<file path="src/source/rdrv_pkg.sv">
/* Shared widths, limits and types of the read-traffic driver
   Expected data is a fixed rule on the word address, not a memory image */

`default_nettype none

package rdrv_pkg;

    // Bus and tracker sizing
    localparam int ADDR_W     = 32;
    localparam int DATA_W     = 32;
    localparam int ID_W       = 8;
    localparam int OSTD_NUM   = 8;
    localparam int SLOT_IDX_W = 3;

    // Both the slot age and the AR stall limit
    localparam int TIMEOUT = 100;
    localparam int TIMER_W = $clog2(TIMEOUT + 1);

    // Random gap before arvalid spans 0 to 31 cycles
    localparam int GAP_W = 5;

    localparam int          LFSR_W    = 32;
    localparam logic [31:0] LFSR_TAPS = 32'h80200003;
    localparam logic [31:0] LFSR_KEY  = 32'h28346450;
    localparam logic [31:0] DATA_KEY  = 32'h5a5a0f0f;

    typedef struct packed {
        logic [ADDR_W-1:0] addr;
        logic [ID_W-1:0]   id;
    } ar_req_t;

    typedef struct packed {
        logic [ID_W-1:0]   id;
        logic [DATA_W-1:0] data;
    } r_beat_t;

    // Sticky, cleared by reset only
    typedef struct packed {
        logic id_err;
        logic data_err;
        logic slot_timeout;
        logic ar_timeout;
    } err_flags_t;

    typedef enum logic [1:0] {
        GEN_IDLE,
        GEN_WAIT,
        GEN_VALID
    } gen_state_t;

    // Galois step, taps for x^32 + x^22 + x^2 + x + 1
    function automatic logic [LFSR_W-1:0] lfsr_next(input logic [LFSR_W-1:0] state);
        return state[0] ? ((state >> 1) ^ LFSR_TAPS) : (state >> 1);
    endfunction

    function automatic logic [DATA_W-1:0] expected_word(input logic [ADDR_W-1:0] addr);
        logic [ADDR_W-1:0] word_addr;
        word_addr = addr >> 2;
        return DATA_W'(word_addr) ^ DATA_KEY;
    endfunction

endpackage

`default_nettype wire

</file>
<file path="src/source/read_request_gen.sv">
/* Issues word-aligned read addresses in batches of 1 to OSTD_NUM beats
   Holds back while the slot at the request pointer is still busy */

`timescale 1ns/1ps
`default_nettype none

module read_request_gen (
    input  logic                          aclk,
    input  logic                          aresetn,
    input  logic                          en,
    input  logic [rdrv_pkg::OSTD_NUM-1:0] busy,
    input  logic                          arready,
    output logic                          arvalid,
    output rdrv_pkg::ar_req_t             ar,
    output logic [rdrv_pkg::OSTD_NUM-1:0] load,
    output logic                          ar_timeout
);
    import rdrv_pkg::*;

    gen_state_t            state;
    logic [LFSR_W-1:0]     lfsr;
    logic [GAP_W-1:0]      gap_cnt;
    logic [SLOT_IDX_W-1:0] req_ptr;
    logic [SLOT_IDX_W:0]   batch_len;
    logic [SLOT_IDX_W:0]   beat_cnt;
    logic [SLOT_IDX_W:0]   next_len;
    logic [TIMER_W-1:0]    stall_cnt;
    logic                  handshake;

    assign handshake  = arvalid && arready;
    assign arvalid    = (state == GEN_VALID);
    assign load       = handshake ? (OSTD_NUM'(1) << req_ptr) : '0;
    assign ar_timeout = (stall_cnt == TIMER_W'(TIMEOUT));

    // Zero becomes a single beat, anything above the slot count is capped
    always_comb begin
        if (lfsr[SLOT_IDX_W:0] == '0) begin
            next_len = (SLOT_IDX_W + 1)'(1);
        end else if (lfsr[SLOT_IDX_W:0] > OSTD_NUM) begin
            next_len = (SLOT_IDX_W + 1)'(OSTD_NUM);
        end else begin
            next_len = lfsr[SLOT_IDX_W:0];
        end
    end

    ////////////////////////////////////////////////////////////
    // Valid FSM
    ////////////////////////////////////////////////////////////

    always_ff @(posedge aclk or negedge aresetn) begin
        if (!aresetn) begin
            state   <= GEN_IDLE;
            lfsr    <= LFSR_KEY;
            gap_cnt <= '0;
        end else begin
            lfsr <= lfsr_next(lfsr);
            case (state)
                GEN_IDLE: begin
                    if (en) begin
                        gap_cnt <= lfsr[28:24];
                        state   <= GEN_WAIT;
                    end
                end
                GEN_WAIT: begin
                    if (!en) begin
                        state <= GEN_IDLE;
                    end else if (gap_cnt != '0) begin
                        gap_cnt <= gap_cnt - 1'b1;
                    end else if (!busy[req_ptr]) begin
                        state <= GEN_VALID;
                    end
                end
                // Held until accepted, even if en drops meanwhile
                GEN_VALID: begin
                    if (arready) begin
                        gap_cnt <= lfsr[28:24];
                        state   <= en ? GEN_WAIT : GEN_IDLE;
                    end
                end
                default: state <= GEN_IDLE;
            endcase
        end
    end

    ////////////////////////////////////////////////////////////
    // Address, ID and batch tracking
    ////////////////////////////////////////////////////////////

    always_ff @(posedge aclk or negedge aresetn) begin
        if (!aresetn) begin
            ar        <= '0;
            req_ptr   <= '0;
            beat_cnt  <= '0;
            batch_len <= (SLOT_IDX_W + 1)'(OSTD_NUM);
        end else if (handshake) begin
            req_ptr <= req_ptr + 1'b1;
            if (beat_cnt == batch_len - 1'b1) begin
                ar.id     <= ar.id + 1'b1;
                ar.addr   <= ADDR_W'({lfsr[19:2], 2'b00});
                batch_len <= next_len;
                beat_cnt  <= '0;
            end else begin
                ar.addr  <= ar.addr + ADDR_W'(4);
                beat_cnt <= beat_cnt + 1'b1;
            end
        end
    end

    // Stall timer saturates at the limit
    always_ff @(posedge aclk or negedge aresetn) begin
        if (!aresetn) begin
            stall_cnt <= '0;
        end else if (!arvalid || arready) begin
            stall_cnt <= '0;
        end else if (!ar_timeout) begin
            stall_cnt <= stall_cnt + 1'b1;
        end
    end

    // The slot at the request pointer stays free while arvalid is up
    free_slot_a: assert property (@(posedge aclk) disable iff (!aresetn)
        arvalid |-> !busy[req_ptr]);

endmodule

`default_nettype wire

</file>
<file path="src/source/outstanding_slot.sv">
/* Holds one outstanding read request and ages it while busy
   A release and a new load may arrive in the same cycle */

`timescale 1ns/1ps
`default_nettype none

module outstanding_slot (
    input  logic              aclk,
    input  logic              aresetn,
    input  logic              load,
    input  rdrv_pkg::ar_req_t req,
    input  logic              rel,
    output logic              busy,
    output rdrv_pkg::ar_req_t entry,
    output logic              timeout
);
    import rdrv_pkg::*;

    logic [TIMER_W-1:0] age;

    assign timeout = busy && (age == TIMER_W'(TIMEOUT));

    ////////////////////////////////////////////////////////////
    // Occupancy
    ////////////////////////////////////////////////////////////

    // Load wins over release so a freed slot can refill at once
    always_ff @(posedge aclk or negedge aresetn) begin
        if (!aresetn) begin
            busy <= 1'b0;
        end else if (load) begin
            busy <= 1'b1;
        end else if (rel) begin
            busy <= 1'b0;
        end
    end

    always_ff @(posedge aclk) begin
        if (load) begin
            entry <= req;
        end
    end

    ////////////////////////////////////////////////////////////
    // Age timer
    ////////////////////////////////////////////////////////////

    // Restarts on every new request, stops at the limit
    always_ff @(posedge aclk or negedge aresetn) begin
        if (!aresetn) begin
            age <= '0;
        end else if (load || rel || !busy) begin
            age <= '0;
        end else if (age != TIMER_W'(TIMEOUT)) begin
            age <= age + 1'b1;
        end
    end

    // The generator must not overwrite a live request
    no_overwrite_a: assert property (@(posedge aclk) disable iff (!aresetn)
        load |-> (!busy || rel));

endmodule

`default_nettype wire

</file>
<file path="src/source/completion_checker.sv">
/* Retires read responses in request order and checks ID and data
   Error flags are sticky until reset, rready stalls in random runs */

`timescale 1ns/1ps
`default_nettype none

module completion_checker (
    input  logic                          aclk,
    input  logic                          aresetn,
    input  logic                          en,
    input  logic                          rvalid,
    input  rdrv_pkg::r_beat_t             r,
    input  rdrv_pkg::ar_req_t             entries [rdrv_pkg::OSTD_NUM],
    input  logic [rdrv_pkg::OSTD_NUM-1:0] busy,
    input  logic [rdrv_pkg::OSTD_NUM-1:0] slot_timeouts,
    input  logic                          ar_timeout,
    output logic                          rready,
    output logic [rdrv_pkg::OSTD_NUM-1:0] rel,
    output rdrv_pkg::err_flags_t          errors,
    output logic                          error
);
    import rdrv_pkg::*;

    logic [LFSR_W-1:0]     lfsr;
    logic [LFSR_W-1:0]     ready_pat;
    logic [SLOT_IDX_W-1:0] cpl_ptr;
    ar_req_t               cur;
    logic                  handshake;

    assign handshake = rvalid && rready;
    assign cur       = entries[cpl_ptr];
    assign rel       = handshake ? (OSTD_NUM'(1) << cpl_ptr) : '0;
    assign error     = |errors;

    ////////////////////////////////////////////////////////////
    // rready pattern
    ////////////////////////////////////////////////////////////

    // Low bits of a fresh LFSR word give the length of the stall
    assign rready = ready_pat[0];

    always_ff @(posedge aclk or negedge aresetn) begin
        if (!aresetn) begin
            lfsr      <= {LFSR_KEY[15:0], LFSR_KEY[31:16]};
            ready_pat <= '0;
        end else if (en) begin
            lfsr <= lfsr_next(lfsr);
            if (ready_pat == '0 || handshake) begin
                ready_pat <= lfsr;
            end else if (!ready_pat[0]) begin
                ready_pat <= ready_pat >> 1;
            end
        end
    end

    ////////////////////////////////////////////////////////////
    // In-order completion and checks
    ////////////////////////////////////////////////////////////

    always_ff @(posedge aclk or negedge aresetn) begin
        if (!aresetn) begin
            cpl_ptr <= '0;
            errors  <= '0;
        end else begin
            if (handshake) begin
                cpl_ptr <= cpl_ptr + 1'b1;
                if (r.id != cur.id) begin
                    errors.id_err <= 1'b1;
                end
                if (r.data != expected_word(cur.addr)) begin
                    errors.data_err <= 1'b1;
                end
            end
            if (|slot_timeouts) begin
                errors.slot_timeout <= 1'b1;
            end
            if (ar_timeout) begin
                errors.ar_timeout <= 1'b1;
            end
        end
    end

    // Responder may only answer requests that are still tracked
    r_on_busy_slot_a: assert property (@(posedge aclk) disable iff (!aresetn)
        handshake |-> busy[cpl_ptr]);

endmodule

`default_nettype wire

</file>
<file path="src/source/read_traffic_driver.sv">
/* Read-only traffic driver, up to OSTD_NUM requests in flight
   Responses must return in request order */

`timescale 1ns/1ps
`default_nettype none

module read_traffic_driver (
    input  logic                 aclk,
    input  logic                 aresetn,
    input  logic                 en,
    output logic                 arvalid,
    input  logic                 arready,
    output rdrv_pkg::ar_req_t    ar,
    input  logic                 rvalid,
    output logic                 rready,
    input  rdrv_pkg::r_beat_t    r,
    output rdrv_pkg::err_flags_t errors,
    output logic                 error
);
    import rdrv_pkg::*;

    logic [OSTD_NUM-1:0] busy;
    logic [OSTD_NUM-1:0] load;
    logic [OSTD_NUM-1:0] rel;
    logic [OSTD_NUM-1:0] slot_timeouts;
    logic                ar_timeout;
    ar_req_t             entries [OSTD_NUM];

    read_request_gen i_read_request_gen (
        .aclk       (aclk),
        .aresetn    (aresetn),
        .en         (en),
        .busy       (busy),
        .arready    (arready),
        .arvalid    (arvalid),
        .ar         (ar),
        .load       (load),
        .ar_timeout (ar_timeout)
    );

    ////////////////////////////////////////////////////////////
    // Outstanding request slots
    ////////////////////////////////////////////////////////////

    // Every slot sees the AR payload, only the loaded one keeps it
    for (genvar i = 0; i < OSTD_NUM; i++) begin : g_slot
        outstanding_slot i_outstanding_slot (
            .aclk    (aclk),
            .aresetn (aresetn),
            .load    (load[i]),
            .req     (ar),
            .rel     (rel[i]),
            .busy    (busy[i]),
            .entry   (entries[i]),
            .timeout (slot_timeouts[i])
        );
    end

    completion_checker i_completion_checker (
        .aclk          (aclk),
        .aresetn       (aresetn),
        .en            (en),
        .rvalid        (rvalid),
        .r             (r),
        .entries       (entries),
        .busy          (busy),
        .slot_timeouts (slot_timeouts),
        .ar_timeout    (ar_timeout),
        .rready        (rready),
        .rel           (rel),
        .errors        (errors),
        .error         (error)
    );

endmodule

`default_nettype wire

</file>
<file path="config.mk">
export PLATFORM = sky130hd
export DESIGN_NAME = read_traffic_driver
export DESIGN_NICKNAME = d
export VERILOG_FILES = /design/src/source/rdrv_pkg.sv /design/src/source/read_request_gen.sv /design/src/source/outstanding_slot.sv /design/src/source/completion_checker.sv /design/src/source/read_traffic_driver.sv
export SDC_FILE = /design/constraint.sdc
export NUM_CORES = 1
export LEC_CHECK = 0
export BUFFER_PORTS_ARGS = -buffer_cell sky130_fd_sc_hd__buf_2
export CAP_MARGIN = 25
export CORE_MARGIN = 4
export CORE_UTILIZATION = 35
export DETAILED_ROUTE_END_ITERATION = 7
export GPL_TIMING_DRIVEN = 0
export MAX_ROUTING_LAYER = met4
export PLACE_DENSITY = 0.51
export SKIP_LAST_GASP = 1
export SYNTH_ARGS = -nofsm -noshare
export SYNTH_HDL_FRONTEND = slang
export SYNTH_SLANG_ARGS = --single-unit
</file>
<file path="constraint.sdc">
create_clock -name aclk -period 4.6 [get_ports aclk]
set_input_delay 0.92 -clock aclk [delete_from_list [all_inputs] [get_ports aclk]]
set_output_delay 0.92 -clock aclk [all_outputs]
set_load 0.005 [all_outputs]
</file>
Word-level counts from Yosys, hierarchy flattened

Cells that the tools add are included.

Register bits: 552
Input port bits: 45
Output and inout port bits: 47

Add/sub/neg operators: 16
Magnitude comparators: 3
Equality and inequality tests: 30
Shift operators: 2
Multiplexer cells: 61
Bitwise operators: 4
Reductions and logical operators: 66

Operators with widths:

| kind                    | number |
|---|---|
| $mux W32                | 5 |
| $mux W7                 | 18 |
| $bmux W40 S3            | 1 |
| $mux W40                | 2 |
| $add A7 B1 Y7 const B   | 9 |
| $eq A7 B7 Y1 const B    | 9 |
| $ne A7 B7 Y1 const B    | 8 |
| $add A32 B3 Y32 const B | 1 |
| $logic_not A32 Y1       | 1 |
| $ne A32 B31 Y1          | 1 |
| $reduce_bool A2 Y1      | 16 |
| $mux W5                 | 4 |
| $logic_or A1 B1 Y1      | 18 |
| $mux W1                 | 18 |
| $mux W8                 | 2 |
| $not A15 Y16            | 1 |
| $shl A1 B3 Y8 const A   | 2 |
| $pmux W5 S3             | 1 |
| $mux W4                 | 3 |
| $not A3 Y4              | 3 |
| $logic_and A1 B1 Y1     | 10 |
| $mux W2                 | 5 |
| $logic_not A1 Y1        | 9 |
| $add A8 B1 Y8 const B   | 1 |
| 25 further kinds        | 34 |

Depth between registers and ports, before layout

Depth in word-level cells: 7
Gate-level depth with buffers: 10

By module

Synthesis repeated with hierarchy kept, for this count alone.

Cells, all modules: 1624
Area total of the unflattened synthesis: 23359.9 um^2

By module, submodules not included:

| module             | times used | cells each | area an instance (um^2) | seq. area each (um^2) |
|---|---|---|---|---|
| outstanding_slot   | 8          | 84         | 1617.8                  | 1401.3 |
| completion_checker | 1          | 514        | 5823.1                  | 1789.2 |
| read_request_gen   | 1          | 438        | 4594.4                  | 2391.0 |

Worst setup path before layout

OpenSTA, ideal clock, no wires.

Kind: in2reg
Start point: input port arready
End point: register g_slot[4].i_outstanding_slot.entry[0] in the netlist's numbering (enable)
Library setup time: 0.392 ns
Arrival: 2.396 ns
Slack: 1.812 ns
Stages: 4
Path buffers: 1
Path through: nor3b_1 -> clkbuf_1 -> nand3_1 -> inv_1

Cells in the longest elaborated chain, start to end: 2

Ends and longest elaborated chain:

| what                                        | line                      | RTL |
|---|---|---|
| start, declared                             | read_traffic_driver.sv:12 | `input logic arready,` |
| $logic_and A1 B1 Y1                         | read_request_gen.sv:30    | `assign handshake = arvalid && arready;` |
| $mux W8                                     | read_request_gen.sv:32    | `assign load = handshake ? (OSTD_NUM'(1) << req_ptr) : '0;` |
| named net g_slot[4].i_outstanding_slot.load | outstanding_slot.sv:10    | `input logic load,` |
| end signal, assigned                        | outstanding_slot.sv:40    | `entry <= req;` |
| end, declared                               | outstanding_slot.sv:14    | `output rdrv_pkg::ar_req_t entry,` |

The timed path passes the listed nets, and every way through them passes these cells.
A chain may end at the register's enable or synchronous reset.

Worst setup path after layout

Start point: register i_completion_checker.cpl_ptr[1]
End point: register, netlist name i_completion_checker.errors[2]

Cells in the longest elaborated chain, start to end: 7

Ends and longest elaborated chain:

| what                                           | line                     | RTL |
|---|---|---|
| start, declared                                | completion_checker.sv:26 | `logic [SLOT_IDX_W-1:0] cpl_ptr;` |
| start signal, assigned                         | completion_checker.sv:66 | `cpl_ptr <= cpl_ptr + 1'b1;` |
| $not A3 Y4 (implied by the code) *             | completion_checker.sv:31 | `assign cur = entries[cpl_ptr];` |
| $bmux W40 S3 *                                 | completion_checker.sv:31 |  |
| $mux W40 (implied by the code) * (2 in series) | completion_checker.sv:31 |  |
| $not A15 Y16 (no line)                         | -                        |  |
| $ne A32 B31 Y1 *                               | completion_checker.sv:70 | `if (r.data != expected_word(cur.addr)) begin` |
| $reduce_and A2 Y1 (no line) *                  | -                        |  |

Mark *: on every way between the ends. The rest lies on a longest branch, timed or not. The select of a mux whose other input is x is not followed.

==> qor.csv <==
stage,metric,value,unit
status,outcome,"finished, final reports clean",
clock_network,"Setup Fix Bufs, Post-CTS",0,
clock_network,post-CTS sizing,0,
clock_network,TritonCTS buffer count,57,
timing,Max Slew Vio Count,0,
worst_setup_path,CP max FO,10,
routing,Vias/cell,5.112,
logic_synthesis,Synth warnings,0,
cells_and_area,area of the multi-input gates,7092,um^2
timing,Fin Clk Skew,0.03870,ns
worst_hold_path,worst hold path class,in2async,
floorplan,initial core utilization,35.51,%
global_route,met1 Track Usage GR,23.07,%
place,IO buf count,89,
global_route,vias in the first global route,13570,
pwr,VDD IR max,0.3963,mV
worst_setup_path,reg2reg start,i_completion_checker.cpl_ptr[1]$_DFFE_PN0P_,
cells_and_area,Final #Nets,1833,
clock_network,TritonCTS Sinks,534,
global_route,GR Util met3,2.814,%
place,placed inst area,24220,um^2
worst_setup_path,worst setup path class,reg2reg,
pwr,Switch Pwr,4.370,mW
routing,initial drt markers,991,
cells_and_area,"most common cell after layout, fill and taps aside",edfxtp_1,
pwr,Internal,9.791,mW
logic_synthesis,ys flop type,edfxtp_1,
place,post-DP HPWL,35.60,mm
cells_and_area,"Core Util, Final",41.23,%
timing,Final period util,71.66,%
logic_synthesis,"Distinct cells, synth",65,
cells_and_area,layout cells sized above 1,17.72,%
routing,Detailed Routing Iterations Pass 1,5,
timing,Final Critical Period,3.296,ns
floorplan,row cnt,92,
clock_network,CTS Hold Bufs,0,
run,MaxCap Viol Count,0,
routing,WL/cell,20.45,um
logic_synthesis,ys async rst share,43.07,%
global_route,first-pass GRT wire length,82.84,mm
worst_setup_path,CP Launch Type,flip-flop,
timing,"Hold Vio Cnt, Final",0,
routing,Post-DRT Antenna Nets,0,
floorplan,Die Span Y,261.4,um
pwr,Sw Share,30.86,%
clock_network,CTS Buffer Depth,3,
global_route,largest net degree at the start of global routing,87,
worst_setup_path,critical path arrival,3.77,ns
pwr,clock power share,32.1,%
pwr,Pwr Density,542.6,nW/um^2
logic_synthesis,Seq cells post-synth,534,
timing,RSZ-0062 raised after global routing,false,
worst_setup_path,Slowest Stage Delay on Critical Path,0.50,ns
timing,Slew @ Worst Pin,0.9771,ns
global_route,Most Crowded Layer GR,met2,
global_route,GRT overflow,0,
clock_network,TritonCTS clock tree,done,
worst_setup_path,crit path cell chain,buf_4 -> buf_2 -> mux4_1 -> mux2i_1 -> xor2_1 -> o2111ai_1 -> nor4_2 -> nand4_1 -> a21o_1,
global_route,met2 Use GR,25.03,%
cells_and_area,post-route design area,26100,um^2
floorplan,core area,63310,um^2
cells_and_area,synthesis-to-finish area growth,16.10,%
global_route,initial antenna violation count,1,
global_route,gr usage total,16.33,%
worst_setup_path,Crit. Startpoint,i_completion_checker.cpl_ptr[1]$_DFFE_PN0P_,
clock_network,"Clk Latency, worst-skew pair",0.62,ns
timing,Max Clk Rate,303.4,MHz
clock_network,Root Buffer,clkbuf_16,
routing,final WL,54.13,mm
timing,Max-slew headroom,33.94,%
clock_network,Worst-path clk slew,0.06,ns
pwr,sequential fraction of design power,43.8,%
floorplan,Die Wd,261.4,um
timing,Setup Viol. Count Final,0,
place,placed insts,2538,
logic_synthesis,Post-synth EDFFs,304,
worst_setup_path,worst path required time,5.07,ns
floorplan,Die ar.,68350,um^2
cells_and_area,Fillers,5876,
worst_setup_path,Worst R2R Path Depth,9,
place,RePlAce Congestion,0.8182,
pwr,combinational share of power,24.1,%
routing,Residual DRC,0,
clock_network,H-tree levels,2,
logic_synthesis,Synth Area per Inst,14.12,um^2
worst_setup_path,CP Capture Type,flip-flop,
cells_and_area,most frequent cells in the layout,"edfxtp_1 (304), dfrtp_1 (209), nand2_1 (132), nor2_1 (109), buf_2 (97)",
routing,Via Count,13532,
floorplan,IO Count,92,
logic_synthesis,Post-Synthesis Cell Area,22480,um^2
cells_and_area,fin cells,2647,
logic_synthesis,Mapped Cells,1592,
pwr,LEAKAGE,9.974,nW
pwr,Pwr Total,14.16,mW
cells_and_area,Reg area,14910,um^2
logic_synthesis,register area share after synthesis,66.33,%
worst_setup_path,crit path max-delay cell type,dfrtp_1,
-- power by group through the flow --
stage,Sequential [mW],Combinational (mW),Clock (mW)
finish,6.21,3.41,4.54
global route,6.28,3.79,4.87
CTS,6.21,3.47,4.67
detailed placement,6.30,3.46,0
global placement,6.29,3.40,0
floorplan,6.08,2.45,0
-- per-layer routing --
layer,vias to the layer above,part of all wire (%),wire [um]
li1,6279,-,-
met1,6880,47,25410
met2,301,46,24900
met3,72,5.3,2852
met4,0,1.8,972
met5,-,0,0
-- cells in the mapped netlist (9+ instances only) --
cell type,number,area [um^2]
or3_1,12,75.07
dfstp_2,21,551.8
xor2_1,43,376.6
clkbuf_1,37,138.9
nor2_1,109,409.1
inv_1,41,153.9
edfxtp_1,304,9129
dfrtp_1,209,5230
a21oi_1,49,245.2
buf_2,9,45.04
mux2_2,30,337.8
nand3_1,62,310.3
xnor2_1,45,394.1
nor3_1,29,145.1
nand2_1,132,495.5
ha_1,37,462.9
a22o_1,18,157.7
mux4_2,46,1036
nor4_1,12,75.07
mux2i_1,88,880.8
nand4_1,25,156.4
a22oi_1,48,360.4
o21ai_0,76,380.4
-- stage by stage --
stage / hold slack (ns) / setup WS, ns / TNS [ns]
2_1_floorplan: 0.3312 / 1.812 / 0
3_3_place_gp: 0.3370 / -1.642 / -348.68
3_5_place_dp: 0.3391 / 0.8898 / 0
4_1_cts: 0.2122 / 1.179 / 0
5_1_grt: 0.2416 / 1.112 / 0
6_report: 0.2308 / 1.304 / 0
-- layout make-up --
class | instances | area share, %
Tap cell | 846 | 4.056
Clock buffer | 96 | 6.687
Inverter | 43 | 0.6184
Timing Repair Buffer | 99 | 2.598
Multi-Input combinational cell | 956 | 27.17
Sequential cell | 534 | 57.13
Clock inverter | 12 | 0.5034
Buffer | 60 | 1.227
Antenna cell | 1 | 0.009588
-- sequential cells by signal, indices dropped and copies added, names as in the netlist, 5 cells and up --
register,count
i_completion_checker.lfsr,32
i_completion_checker.ready_pat,32
i_read_request_gen.ar,38
g_slot.i_outstanding_slot.age,56
i_read_request_gen.lfsr,32
g_slot.i_outstanding_slot.entry,304
i_read_request_gen.stall_cnt,7
i_read_request_gen.gap_cnt,5
g_slot.i_outstanding_slot.busy,8
-- cells by family (layout without fill, tap and decap cells) --
family	after synthesis	in the layout	synth area share [%]
buffers and inverters	103	310	2.143
AND/OR/NAND/NOR	435	435	9.267
XOR/XNOR	88	88	3.429
other	1	3	0.01668
multiplexers	168	168	10.50
AO/OA/AOI/OAI	225	225	6.217
flip-flops	534	534	66.33
adder cells (fa/ha/maj)	38	38	2.104
-- worst max-delay path: cells and delay by family (launching register included) --
kind            cells  cell delay [ns]
compound gates      2             0.40
xor+xnor            1             0.22
buf+inv             2             0.65
flops               1             0.50
mux                 2             0.81
simple gates        2             0.58
-- path summary, 6_finish.rpt --
kind / end / slack [ns]
max: i_completion_checker.errors[2]$_DFFE_PN0P_ / 1.30
min in group aclk: i_read_request_gen.lfsr[29]$_DFF_PN1_ / 0.35
max reg2reg: i_completion_checker.errors[2]$_DFFE_PN0P_ / 1.30
min: i_completion_checker.lfsr[15]$_DFFE_PN0P_ / 0.23
max in group asynchronous: i_read_request_gen.ar[30]$_DFFE_PN0P_ / 3.53
min reg2reg: i_read_request_gen.lfsr[29]$_DFF_PN1_ / 0.35
Power figures use the tool's default switching activity.
